File: src/ironhorse_pkg.sv
// Shared constants and packed bus, control and sample types used by every Iron Horse glue block
`default_nettype none

package ironhorse_pkg;

	// ====================
	// Widths and dividers
	// ====================

	// The main CPU sees an 11-bit I/O window
	localparam int IO_ADR_W = 11;
	// Free-running divider behind the integer sound enable
	localparam int DIV_W = 7;
	// 49.152 MHz divided by 16 gives the 3.072 MHz sound clock
	localparam int CEN_3M_DIV = 16;
	// The fractional enable pulses FRAC_N times in every FRAC_M clocks
	localparam int FRAC_W = 10;
	localparam logic [FRAC_W-1:0] FRAC_N = 10'd50;
	localparam logic [FRAC_W-1:0] FRAC_M = 10'd786;

	// ====================
	// I/O pages and mixing
	// ====================

	// Page codes come from address bits 10 to 8 of the I/O window
	localparam logic [2:0] PG_SOUND     = 3'd0;
	localparam logic [2:0] PG_DIP3_SIRQ = 3'd1;
	localparam logic [2:0] PG_DIP2_PAL  = 3'd2;
	localparam logic [2:0] PG_CTRL_DIP1 = 3'd3;

	// Each SSG channel is weighted against the FM channel in the final mix
	localparam logic [4:0] SSG_GAIN = 5'd24;
	// Unmapped reads float high on the board
	localparam logic [7:0] OPEN_BUS = 8'hFF;

	// Wishbone classic request from a CPU acting as master
	typedef struct packed {
		logic                cyc;
		logic                stb;
		logic                we;
		logic [IO_ADR_W-1:0] adr;
		logic [7:0]          dat;
	} wb_req_t;

	// Wishbone classic response from a slave
	typedef struct packed {
		logic       ack;
		logic [7:0] dat;
	} wb_rsp_t;

	// Joystick bits are down, up, right and left from 3 to 0
	typedef struct packed {
		logic [3:0] joy;
		logic [2:0] btn;
	} player_t;

	// Start bit 1 belongs to player 2
	typedef struct packed {
		logic [1:0] coin;
		logic [1:0] start;
		logic       service;
	} cabinet_t;

	typedef struct packed {
		logic [3:0] bank3;
		logic [7:0] bank2;
		logic [7:0] bank1;
	} dipsw_t;

	// Raw unsigned SSG channel levels
	typedef struct packed {
		logic [7:0] a;
		logic [7:0] b;
		logic [7:0] c;
	} ssg_set_t;

endpackage

`default_nettype wire

File: src/clock_enables.sv
// Makes the sound clock enable from 49.152 MHz with an integer or fractional divider
`default_nettype none
`timescale 1ns/1ps

module clock_enables (
	input  wire  clk_49m,
	input  wire  sirq_clr,
	input  logic underclock_i,
	output logic cen_sound_o
);
	import ironhorse_pkg::*;

	logic [DIV_W-1:0]  div;
	logic              cen_int;
	logic [FRAC_W-1:0] frac_acc;
	logic [FRAC_W:0]   frac_sum;
	logic              frac_wrap;
	logic              cen_frac;

	// ====================
	// Integer enable
	// ====================

	// The low bits of the free-running divider roll over once every CEN_3M_DIV clocks
	always_ff @(posedge clk_49m or posedge sirq_clr) begin
		if (sirq_clr) begin
			div <= '0;
		end else begin
			div <= div + 1'b1;
		end
	end

	assign cen_int = (div[$clog2(CEN_3M_DIV)-1:0] == '0);

	// ====================
	// Fractional enable
	// ====================

	// The accumulator never exceeds FRAC_M + FRAC_N so one spare bit holds the sum
	assign frac_sum  = {1'b0, frac_acc} + {1'b0, FRAC_N};
	assign frac_wrap = (frac_sum >= {1'b0, FRAC_M});

	// A wrap removes FRAC_M and marks the next clock as an enable
	always_ff @(posedge clk_49m or posedge sirq_clr) begin
		if (sirq_clr) begin
			frac_acc <= '0;
			cen_frac <= 1'b0;
		end else begin
			frac_acc <= frac_wrap ? frac_sum[FRAC_W-1:0] - FRAC_M : frac_sum[FRAC_W-1:0];
			cen_frac <= frac_wrap;
		end
	end

	// Underclocked timing slows the main clocks so the sound chip needs the fractional rate
	assign cen_sound_o = underclock_i ? cen_frac : cen_int;

endmodule

`default_nettype wire

File: src/control_input_mux.sv
// Selects the byte the main CPU reads from the controls page by address bits 1 to 0
`default_nettype none
`timescale 1ns/1ps

module control_input_mux (
	input  logic [1:0]                 sel_i,
	input  ironhorse_pkg::player_t     p1_i,
	input  ironhorse_pkg::player_t     p2_i,
	input  ironhorse_pkg::cabinet_t    cab_i,
	input  logic [7:0]                 dip1_i,
	output logic [7:0]                 ctrl_byte_o
);

	// Buttons are packed across players the way the PCB routes them
	// Each player byte carries the other player's button 2
	always_comb begin
		case (sel_i)
			2'd0: begin
				// DIP bank 1 shares the page with the controls
				ctrl_byte_o = dip1_i;
			end
			2'd1: begin
				ctrl_byte_o = {1'b1, p1_i.btn[2], p2_i.btn[1:0], p2_i.joy};
			end
			2'd2: begin
				ctrl_byte_o = {1'b1, p2_i.btn[2], p1_i.btn[1:0], p1_i.joy};
			end
			default: begin
				// Unused top bits of the cabinet byte read high
				ctrl_byte_o = {3'b111, cab_i.start, cab_i.service, cab_i.coin};
			end
		endcase
	end

endmodule

`default_nettype wire

File: src/main_io_port.sv
// Wishbone slave for the main CPU I/O window with sound latch, palette latch and sound IRQ trigger
`default_nettype none
`timescale 1ns/1ps

module main_io_port (
	input  wire                     clk_49m,
	input  wire                     sirq_clr,
	input  ironhorse_pkg::wb_req_t  req_i,
	output ironhorse_pkg::wb_rsp_t  rsp_o,
	input  logic [7:0]              ctrl_byte_i,
	input  ironhorse_pkg::dipsw_t   dip_i,
	output logic [1:0]              ctrl_sel_o,
	output logic [7:0]              sound_latch_o,
	output logic [2:0]              palette_bank_o,
	output logic                    sirq_trigger_o
);
	import ironhorse_pkg::*;

	logic [2:0] page;
	logic       access;
	logic       ack_q;
	logic [7:0] rd_byte;
	logic [7:0] rd_dat_q;

	// The top three address bits pick one of eight pages
	assign page = req_i.adr[IO_ADR_W-1:IO_ADR_W-3];

	// A new access is taken only while ack is low
	assign access = req_i.cyc & req_i.stb & ~ack_q;

	// The controls mux needs the low address bits while the read is decoded
	assign ctrl_sel_o = req_i.adr[1:0];

	// ====================
	// Read decode
	// ====================

	always_comb begin
		case (page)
			PG_DIP3_SIRQ: begin
				// Bank 3 has only four switches and the upper nibble floats high
				rd_byte = {4'hF, dip_i.bank3};
			end
			PG_DIP2_PAL: begin
				rd_byte = dip_i.bank2;
			end
			PG_CTRL_DIP1: begin
				rd_byte = ctrl_byte_i;
			end
			default: begin
				rd_byte = OPEN_BUS;
			end
		endcase
	end

	// Read data is captured at the same edge that raises ack
	always_ff @(posedge clk_49m) begin
		if (access & ~req_i.we) begin
			rd_dat_q <= rd_byte;
		end
	end

	// ====================
	// Handshake and writes
	// ====================

	// Ack is high for exactly one cycle and the trigger pulses alongside it
	always_ff @(posedge clk_49m or posedge sirq_clr) begin
		if (sirq_clr) begin
			ack_q          <= 1'b0;
			sirq_trigger_o <= 1'b0;
		end else begin
			ack_q          <= access;
			sirq_trigger_o <= access & req_i.we & (page == PG_DIP3_SIRQ);
		end
	end

	// Latch writes land on the edge that raises ack
	always_ff @(posedge clk_49m or posedge sirq_clr) begin
		if (sirq_clr) begin
			sound_latch_o  <= '0;
			palette_bank_o <= '0;
		end else if (access & req_i.we) begin
			if (page == PG_SOUND) begin
				sound_latch_o <= req_i.dat;
			end
			// Only the low three bits reach the colour PROM address
			if (page == PG_DIP2_PAL) begin
				palette_bank_o <= req_i.dat[2:0];
			end
		end
	end

	assign rsp_o.ack = ack_q;
	assign rsp_o.dat = rd_dat_q;

endmodule

`default_nettype wire

File: src/sound_cpu_port.sv
// Wishbone slave for the sound CPU that returns the sound latch and drives its interrupt line
`default_nettype none
`timescale 1ns/1ps

module sound_cpu_port (
	input  wire                     clk_49m,
	input  wire                     sirq_clr,
	input  ironhorse_pkg::wb_req_t  req_i,
	output ironhorse_pkg::wb_rsp_t  rsp_o,
	input  logic [7:0]              sound_latch_i,
	input  logic                    sirq_trigger_i,
	input  logic                    cen_sound_i,
	input  logic                    int_ack_i,
	output logic                    int_n_o
);

	logic       access;
	logic       ack_q;
	logic [7:0] rd_dat_q;
	logic       pending;
	logic       fire;

	// ====================
	// Latch read port
	// ====================

	assign access = req_i.cyc & req_i.stb & ~ack_q;

	// Every location reads the latch and writes are simply acknowledged
	always_ff @(posedge clk_49m or posedge sirq_clr) begin
		if (sirq_clr) begin
			ack_q <= 1'b0;
		end else begin
			ack_q <= access;
		end
	end

	always_ff @(posedge clk_49m) begin
		if (access) begin
			rd_dat_q <= sound_latch_i;
		end
	end

	assign rsp_o.ack = ack_q;
	assign rsp_o.dat = rd_dat_q;

	// ====================
	// Sound interrupt
	// ====================

	// The request is held until the sound clock domain picks it up
	// An acknowledge in the same cycle wins so the request is not lost
	assign fire = cen_sound_i & pending & ~int_ack_i;

	always_ff @(posedge clk_49m or posedge sirq_clr) begin
		if (sirq_clr) begin
			pending <= 1'b0;
			int_n_o <= 1'b1;
		end else begin
			pending <= sirq_trigger_i | (pending & ~fire);
			if (int_ack_i) begin
				int_n_o <= 1'b1;
			end else if (fire) begin
				int_n_o <= 1'b0;
			end
		end
	end

endmodule

`default_nettype wire

File: src/audio_mixer.sv
// Registered mix of the FM channel and the three weighted SSG channels into one 16-bit sample
`default_nettype none
`timescale 1ns/1ps

module audio_mixer (
	input  wire                      clk_49m,
	input  wire                      sirq_clr,
	input  logic signed [15:0]       fm_i,
	input  ironhorse_pkg::ssg_set_t  ssg_i,
	output logic signed [15:0]       sound_o
);
	import ironhorse_pkg::*;

	logic        [9:0]  ssg_sum;
	logic        [14:0] ssg_mix;
	logic signed [17:0] fm_ext;
	logic signed [17:0] mix;

	// Three 8-bit levels sum to at most 765 which fits in ten bits
	assign ssg_sum = {2'b00, ssg_i.a} + {2'b00, ssg_i.b} + {2'b00, ssg_i.c};
	// The weighted sum stays below 2^15 and is always positive
	assign ssg_mix = ssg_sum * SSG_GAIN;

	// FM is sign extended before the SSG total is added
	assign fm_ext = fm_i;
	assign mix    = (fm_ext + $signed({3'b000, ssg_mix})) <<< 1;

	// The output keeps only the low 16 bits so loud passages wrap like the board
	always_ff @(posedge clk_49m or posedge sirq_clr) begin
		if (sirq_clr) begin
			sound_o <= '0;
		end else begin
			sound_o <= mix[15:0];
		end
	end

endmodule

`default_nettype wire

File: src/ironhorse_io.sv
// Top level of the Iron Horse board glue that joins the CPU ports, enables, inputs and mixer
`default_nettype none
`timescale 1ns/1ps

module ironhorse_io (
	input  wire                      clk_49m,
	input  wire                      sirq_clr,
	input  ironhorse_pkg::wb_req_t   main_req_i,
	output ironhorse_pkg::wb_rsp_t   main_rsp_o,
	input  ironhorse_pkg::wb_req_t   snd_req_i,
	output ironhorse_pkg::wb_rsp_t   snd_rsp_o,
	input  ironhorse_pkg::player_t   p1_i,
	input  ironhorse_pkg::player_t   p2_i,
	input  ironhorse_pkg::cabinet_t  cab_i,
	input  ironhorse_pkg::dipsw_t    dip_i,
	input  logic                     underclock_i,
	input  logic                     snd_int_ack_i,
	output logic                     snd_int_n_o,
	output logic [2:0]               palette_bank_o,
	input  logic signed [15:0]       fm_i,
	input  ironhorse_pkg::ssg_set_t  ssg_i,
	output logic signed [15:0]       sound_o
);

	logic       cen_sound;
	logic [1:0] ctrl_sel;
	logic [7:0] ctrl_byte;
	logic [7:0] sound_latch;
	logic       sirq_trigger;

	// Sound clock enable follows the underclock setting
	clock_enables u_clock_enables (
		.clk_49m      (clk_49m),
		.sirq_clr     (sirq_clr),
		.underclock_i (underclock_i),
		.cen_sound_o  (cen_sound)
	);

	// Player controls and DIP bank 1 share one page of the I/O window
	control_input_mux u_control_input_mux (
		.sel_i       (ctrl_sel),
		.p1_i        (p1_i),
		.p2_i        (p2_i),
		.cab_i       (cab_i),
		.dip1_i      (dip_i.bank1),
		.ctrl_byte_o (ctrl_byte)
	);

	main_io_port u_main_io_port (
		.clk_49m        (clk_49m),
		.sirq_clr       (sirq_clr),
		.req_i          (main_req_i),
		.rsp_o          (main_rsp_o),
		.ctrl_byte_i    (ctrl_byte),
		.dip_i          (dip_i),
		.ctrl_sel_o     (ctrl_sel),
		.sound_latch_o  (sound_latch),
		.palette_bank_o (palette_bank_o),
		.sirq_trigger_o (sirq_trigger)
	);

	// The sound CPU sees the latch and its interrupt in the sound clock domain
	sound_cpu_port u_sound_cpu_port (
		.clk_49m        (clk_49m),
		.sirq_clr       (sirq_clr),
		.req_i          (snd_req_i),
		.rsp_o          (snd_rsp_o),
		.sound_latch_i  (sound_latch),
		.sirq_trigger_i (sirq_trigger),
		.cen_sound_i    (cen_sound),
		.int_ack_i      (snd_int_ack_i),
		.int_n_o        (snd_int_n_o)
	);

	audio_mixer u_audio_mixer (
		.clk_49m  (clk_49m),
		.sirq_clr (sirq_clr),
		.fm_i     (fm_i),
		.ssg_i    (ssg_i),
		.sound_o  (sound_o)
	);

endmodule

`default_nettype wire

File: config.mk
export PLATFORM = sky130hd
export DESIGN_NAME = ironhorse_io
export DESIGN_NICKNAME = d
export VERILOG_FILES = /design/src/ironhorse_pkg.sv /design/src/clock_enables.sv /design/src/control_input_mux.sv /design/src/main_io_port.sv /design/src/sound_cpu_port.sv /design/src/audio_mixer.sv /design/src/ironhorse_io.sv
export SDC_FILE = /design/constraint.sdc
export NUM_CORES = 1
export LEC_CHECK = 0
export BUFFER_PORTS_ARGS = -buffer_cell sky130_fd_sc_hd__buf_2
export CELL_PAD_IN_SITES_DETAIL_PLACEMENT = 1
export CELL_PAD_IN_SITES_GLOBAL_PLACEMENT = 1
export CORE_MARGIN = 4
export CORE_UTILIZATION = 34
export CTS_CLUSTER_SIZE = 12
export DETAILED_ROUTE_END_ITERATION = 8
export GPL_TIMING_DRIVEN = 1
export PLACE_DENSITY_LB_ADDON = 0.1
export SYNTH_ARGS = -nofsm -noshare
export SYNTH_HDL_FRONTEND = slang
export SYNTH_SLANG_ARGS = --single-unit
File: constraint.sdc
create_clock -name clk_49m -period 2.1 [get_ports clk_49m]
set_input_delay 0.63 -clock clk_49m [delete_from_list [all_inputs] [get_ports clk_49m]]
set_output_delay 0.63 -clock clk_49m [all_outputs]
set_load 0.01 [all_outputs]
### Word-level counts from Yosys, hierarchy flattened

Index checks and enable logic that the tools add are counted.

| storage, ports and cells | value |
|---|---|
| bits in registers | 65 |
| latch bits | 0 |
| RAM bits | 0 |
| memory bits (read-only) | 0 |
| logic and storage cells | 54 |
| memories | 0 |

| cells by class | value |
|---|---|
| add/sub/neg operators | 6 |
| $mul | 1 |
| div/mod/pow operators | 0 |
| order comparisons | 1 |
| eq/ne operators | 5 |
| shift-type cells | 0 |
| mux-type cells | 6 |
| bitwise gates (word level) | 16 |
| reduce and logical (&&, ||, !) cells | 6 |

Operators by type and width:

| cell | count |
|---|---|
| $pmux W8 S3 | 2 |
| $add A15 B15 Y15 | 1 |
| $mul A10 B2 Y12 const B | 1 |
| $add A10 B6 Y11 const B | 1 |
| $ge A11 B10 Y1 const B | 1 |
| $add A10 B8 Y10 | 1 |
| $and A1 B1 Y1 | 10 |
| $mux W10 | 1 |
| $sub A10 B10 Y10 const B | 1 |
| $add A8 B8 Y9 | 1 |
| $add A7 B1 Y7 const B | 1 |
| $eq A3 B2 Y1 const B | 2 |
| $not A1 Y1 | 5 |
| $logic_not A4 Y1 | 1 |
| $reduce_and A2 Y1 | 2 |
| $eq A3 B1 Y1 const B | 1 |
| $logic_not A3 Y1 | 1 |
| $mux W1 | 3 |
| $eq A2 B1 Y1 const B | 1 |
| $eq A2 B2 Y1 const B | 1 |
| $logic_not A2 Y1 | 1 |
| $reduce_bool A2 Y1 | 1 |
| $or A1 B1 Y1 | 1 |

### Longest topological paths before layout

| logic depth | value |
|---|---|
| word-level depth | 7 |
| mapped depth | 23 |
| gate-level depth less buffers | 23 |

### Hierarchy

Synthesis repeated with hierarchy kept, for this count alone.

| unflattened totals | value |
|---|---|
| cells, all modules | 420 |
| area total of the unflattened synthesis | 4,429.2 µm² |

Modules (own cells, without submodules):

| module | times used | cells an instance | area each (µm²) |
|---|---|---|---|
| audio_mixer | 1 | 179 | 1,735.4 |
| clock_enables | 1 | 120 | 1,113.6 |
| main_io_port | 1 | 72 | 993.5 |
| sound_cpu_port | 1 | 19 | 361.6 |
| control_input_mux | 1 | 30 | 225.2 |

### Least setup slack after synthesis

Ideal clock, no wire load.

| path | value |
|---|---|
| path type | input to register |
| from | input ssg_i[9] in the netlist's numbering |
| to | register u_audio_mixer.sound_o[14] |
| data arrival time | 4,629 ps |
| data required time | 1,969 ps |
| slack | -2,660 ps |
| cell stages on the path | 20 |
| path buffers | 0 |
| cells stage by stage | ha_1 a21o_1 a21oi_1 nand2b_1 a21boi_0 nor2_1 xnor2_1 ha_1 a21o_1 a31oi_1 xnor2_1 ha_1 or2_2 a21o_1 a31o_2 xor2_1 ha_1 and3_1 and3_1 or3_1 |

| on the way | value |
|---|---|
| word-level cells in the longest chain between the ends | 4 |

RTL lines:

| item | RTL line | RTL |
|---|---|---|
| start: declaration | ironhorse_io.sv:21 | `input ironhorse_pkg::ssg_set_t ssg_i,` |
| $add A8 B8 Y9 | audio_mixer.sv:20 | `assign ssg_sum = {2'b00, ssg_i.a} + {2'b00, ssg_i.b} + {2'b00, ssg_i.c};` |
| $add A10 B8 Y10 | audio_mixer.sv:20 |  |
| $mul A10 B2 Y12 | audio_mixer.sv:22 | `assign ssg_mix = ssg_sum * SSG_GAIN;` |
| $add A15 B15 Y15 | audio_mixer.sv:26 | `assign mix = (fm_ext + $signed({3'b000, ssg_mix})) <<< 1;` |
| named net u_audio_mixer.mix[14] | audio_mixer.sv:17 | `logic signed [17:0] mix;` |
| end signal: assignment | audio_mixer.sv:33 | `sound_o <= mix[15:0];` |
| end: declaration | audio_mixer.sv:10 | `output logic signed [15:0] sound_o` |

The timed path passes the listed nets, and every way through them passes these cells.
A chain may end at the register's enable or synchronous reset.

### Worst setup path after layout

| path | value |
|---|---|
| from | input ssg_i[17] in the netlist's numbering |
| to | register u_audio_mixer.sound_o[14] |

The elaborated chain is that of the path after synthesis.

==> metrics.md <==
| Metric | Value |
|---|---|
| Die area | 0.0149 mm2 |
| Syn_area_per_cell | 9.91 um2 |
| FF+latch area | between 0.0015 and 0.002 mm2 |
| Layout area overhead | 72.9% |
| Asr flop ratio synth | 73.8% |
| Die Y | between 100 and 150 um |
| Filler instances | 1413 |
| Kind of start point of the critical path | input pin |
| EDFF count, synth | 16 |
| Reg-to-reg endpoint | u_clock_enables.frac_acc[7] |
| Worst R2R Setup Slack | -140 ps |
| Initial Util | 34.8% |
| RSZ-0062 raised after global routing | true |
| Max Transition Viols Final | 0 |
| Final hold violations | 0 |
| Site Rows | 41 |
| Number of synthesized register bits | 61 |
| Initial antenna violation count | 3 |
| DR WL/cell | 17.1 um |
| Final worst slack | -2520 ps |
| Synthesized instance count | 445 |
| Synthesized Nets | 622 |
| Failing checks | setup timing |
| Total wire length | around 15000 um |
| Final Core Density | 60.2% |
| Vias in the first global route | 4928 |
| DRT antenna net count | 0 |
| Clk slew on worst S/H paths | 60 ps |
| Die width | 122 um |
| Leakage | 3.47 nW |
| Arrival time at the worst endpoint | ~4800 ps |
| IO Count | around 170 |
| Fmax | approximately 220 MHz |
| Clock tree root buffer cell | clkbuf_16 |
| Worst slack, placed | -2860 ps |
| IO buf count | ~140 |
| Hpwl dp | 10700 um |
| Post-Synthesis Cell Area | 0.00441 mm2 |
| Synth top cells by count | ha_1 (46), dfrtp_1 (44), nand2_1 (33), nor2_1 (33), a21oi_1 (30) |
| Sequential area share after synthesis | a little over a third |
| Clk_skew | 8.40 ps |
| Routability cong. | ~0.90 |
| Net total in the final layout | around 900 |
| Unique masters post-synth | just under 70 |
| DR DRC count | 0 |
| CTS Hold Bufs | 0 |
| Pre-Repair DR Iteration Count | 4 |
| Cell taking the most area after synthesis | dfrtp_1 |
| Htree depth | 3 |
| Most common cell in the synthesized netlist | ha_1 |
| Synth warn | 0 |
| MaxCap Viol Count | 0 |
| Status | finished with violations |
| CP Capture Type | flop |
| Share of the synthesized area in the top cell type | 25.0% |
| Worst reg2reg path depth | 6 |
| Reg2reg start | u_clock_enables.frac_acc[3] |
| Final Cycle Share | 220% |
| Cell area after placement | 0.00623 mm2 |
| Vias per std cell | 5.01 |
| Footprint of the multi-input gates | ~0.0035 mm2 |
| Clk buf depth | 2 |
| Setup_tns | -19250 ps |
| Final critical-path required period | ~4600 ps |
| Layout cell share with drive strength beyond 1 | roughly 61% |
| All-layer global routing usage | 20.0% |
| Synth area leaders | dfrtp_1 (25%), ha_1 (13%), edfxtp_1 (11%) |
| HP Class | in2async |
| Overall power | 11.6 mW |
| Setup violations, final | 18 |
| Grt ovf | 0 |
| Global-route wire length before repair | approximately 24000 um |
| DRT iter0 DRCs | 190 |
| Sink Count | between 60 and 70 |
| Post-route cell area | 0.00763 mm2 |
| Pwr/cell area | between 1500 and 2000 mW/mm2 |
| Largest net degree at the start of global routing | 29 |
| Cts bufs inserted | 9 |
| Worst skew pair latency | between 300 and 400 ps |
| Peak VDD IR | 830 uV |
| Critical Path Fanout Max | 5 |
| Vias post-DR | around 4500 |
| Core ar. | roughly 0.013 mm2 |
| CTS tree | done |
| Worst path required time | between 2000 and 2500 ps |
| Ys flop type | dfrtp_1 |
| CP Class | in2reg |
==> flip-flops by register name (all words and copies together) (netlist names) <==
register,flops
u_clock_enables.cen_frac,1
u_main_io_port.sirq_trigger_o,1
u_sound_cpu_port.pending,1
u_main_io_port.rd_dat_q,8
u_clock_enables.div,4
u_main_io_port.ack_q,1
u_audio_mixer.sound_o,15
u_sound_cpu_port.ack_q,1
u_clock_enables.frac_acc,9
u_main_io_port.sound_latch_o,8
u_sound_cpu_port.int_n_o,1
u_sound_cpu_port.rd_dat_q,8
u_main_io_port.palette_bank_o,3
==> stage by stage <==
stage          std cells  hold slack, ps
2_1_floorplan        445             408
3_3_place_gp         851             416
3_5_place_dp         851             433
4_1_cts              882             306
5_1_grt              898             325
6_report             898             300
==> worst max-delay path, stage by stage <==
cell and delay [ps]:
buf_4 120, ha_4 200, a21o_1 160, a21oi_2 160
nand2b_4 150, a21boi_4 70, buf_6 120, o41ai_4 210
xnor2_1 130, ha_1 340, nand2_2 90, o41a_1 330
nor3_2 270, ha_1 320, a21oi_2 160, o31ai_2 80
xor2_1 170, ha_1 320, inv_2 70, and3_4 170
and3_1 140, or3_1 380
==> power breakdown <==
part           leakage, nW  total (mW)  internal (mW)  switching, mW
clock network        0.137        1.44          0.915          0.527
logic                 2.64        8.59           4.69           3.90
registers            0.700        1.55           1.47         0.0802
==> placed cells by master, fill, tap and decap left out, types with 5 or more instances in the layout <==
cell,synthesis,final
dfrtp_1,44,42
inv_2,0,6
nor2_2,0,7
mux2i_1,6,6
o21ai_1,2,5
a21oi_2,0,9
nand2_1,33,28
ha_4,0,14
o21ai_2,0,7
nor3_1,9,5
mux2_2,11,11
a21oi_1,30,14
xor2_1,11,5
o21ai_0,26,12
xnor2_1,28,19
xnor2_2,0,8
nor2_1,33,23
edfxtp_1,16,16
nand3_1,8,6
buf_4,4,106
inv_1,19,11
clkbuf_16,0,9
a21oi_4,0,7
buf_6,2,37
buf_2,2,132
nand2b_1,13,12
ha_2,0,6
a21o_1,5,5
xor2_2,0,5
ha_1,46,26
a222oi_1,5,5
==> final cells by class <==
cell class                 count  share of cell area [%]
multi-input combinational    353                    46.4
timing repair buffer         276                    24.8
sequential                    61                    21.1
clock buffer                  10                    3.00
tap                          172                    2.82
inverter                      19                    1.00
clock inverter                 6                   0.820
antenna                        1                  0.0328
==> routing by layer <==
layer / wire length [um] / up-vias / GRT usage (%)
met3: 689 / 29 / 4.64
met5: 38 / - / 0
li1: - / 2170 / -
met4: 320 / 4 / 6.37
met2: 8930 / 113 / 39.1
met1: 5400 / 2181 / 20.8
==> worst max path at each step <==
stage                   start                        end  slack, ps
finish              ssg_i[17]  u_audio_mixer.sound_o[14]      -2520
global route        ssg_i[17]  u_audio_mixer.sound_o[14]      -2800
CTS                 ssg_i[17]  u_audio_mixer.sound_o[14]      -2440
detailed placement   ssg_i[8]  u_audio_mixer.sound_o[14]      -2860
global placement     ssg_i[8]  u_audio_mixer.sound_o[14]      -2660
floorplan            ssg_i[9]  u_audio_mixer.sound_o[14]      -2350
==> logic make-up (layout without fill, tap and decap cells) <==
family	Yosys count	in the layout	share of synthesized area (%)
AND/OR/NAND/NOR	131	131	15.0
AO/OA/AOI/OAI	114	115	18.2
flip-flops	61	61	36.5
adder cells (fa/ha/maj)	50	50	14.9
XOR/XNOR	39	39	7.74
buffers and inverters	32	311	3.46
multiplexers	17	17	4.17
other	1	2	0.0850
==> what timing repair did <==
item                       in CTS  in global routing
gates cloned                    1                  0
resized for setup              93                 86
buffers inserted               16                 20
pin swaps                      33                 62
setup endpoints to repair      21                 23
Note: power is estimated with default switching activity, not from simulation.
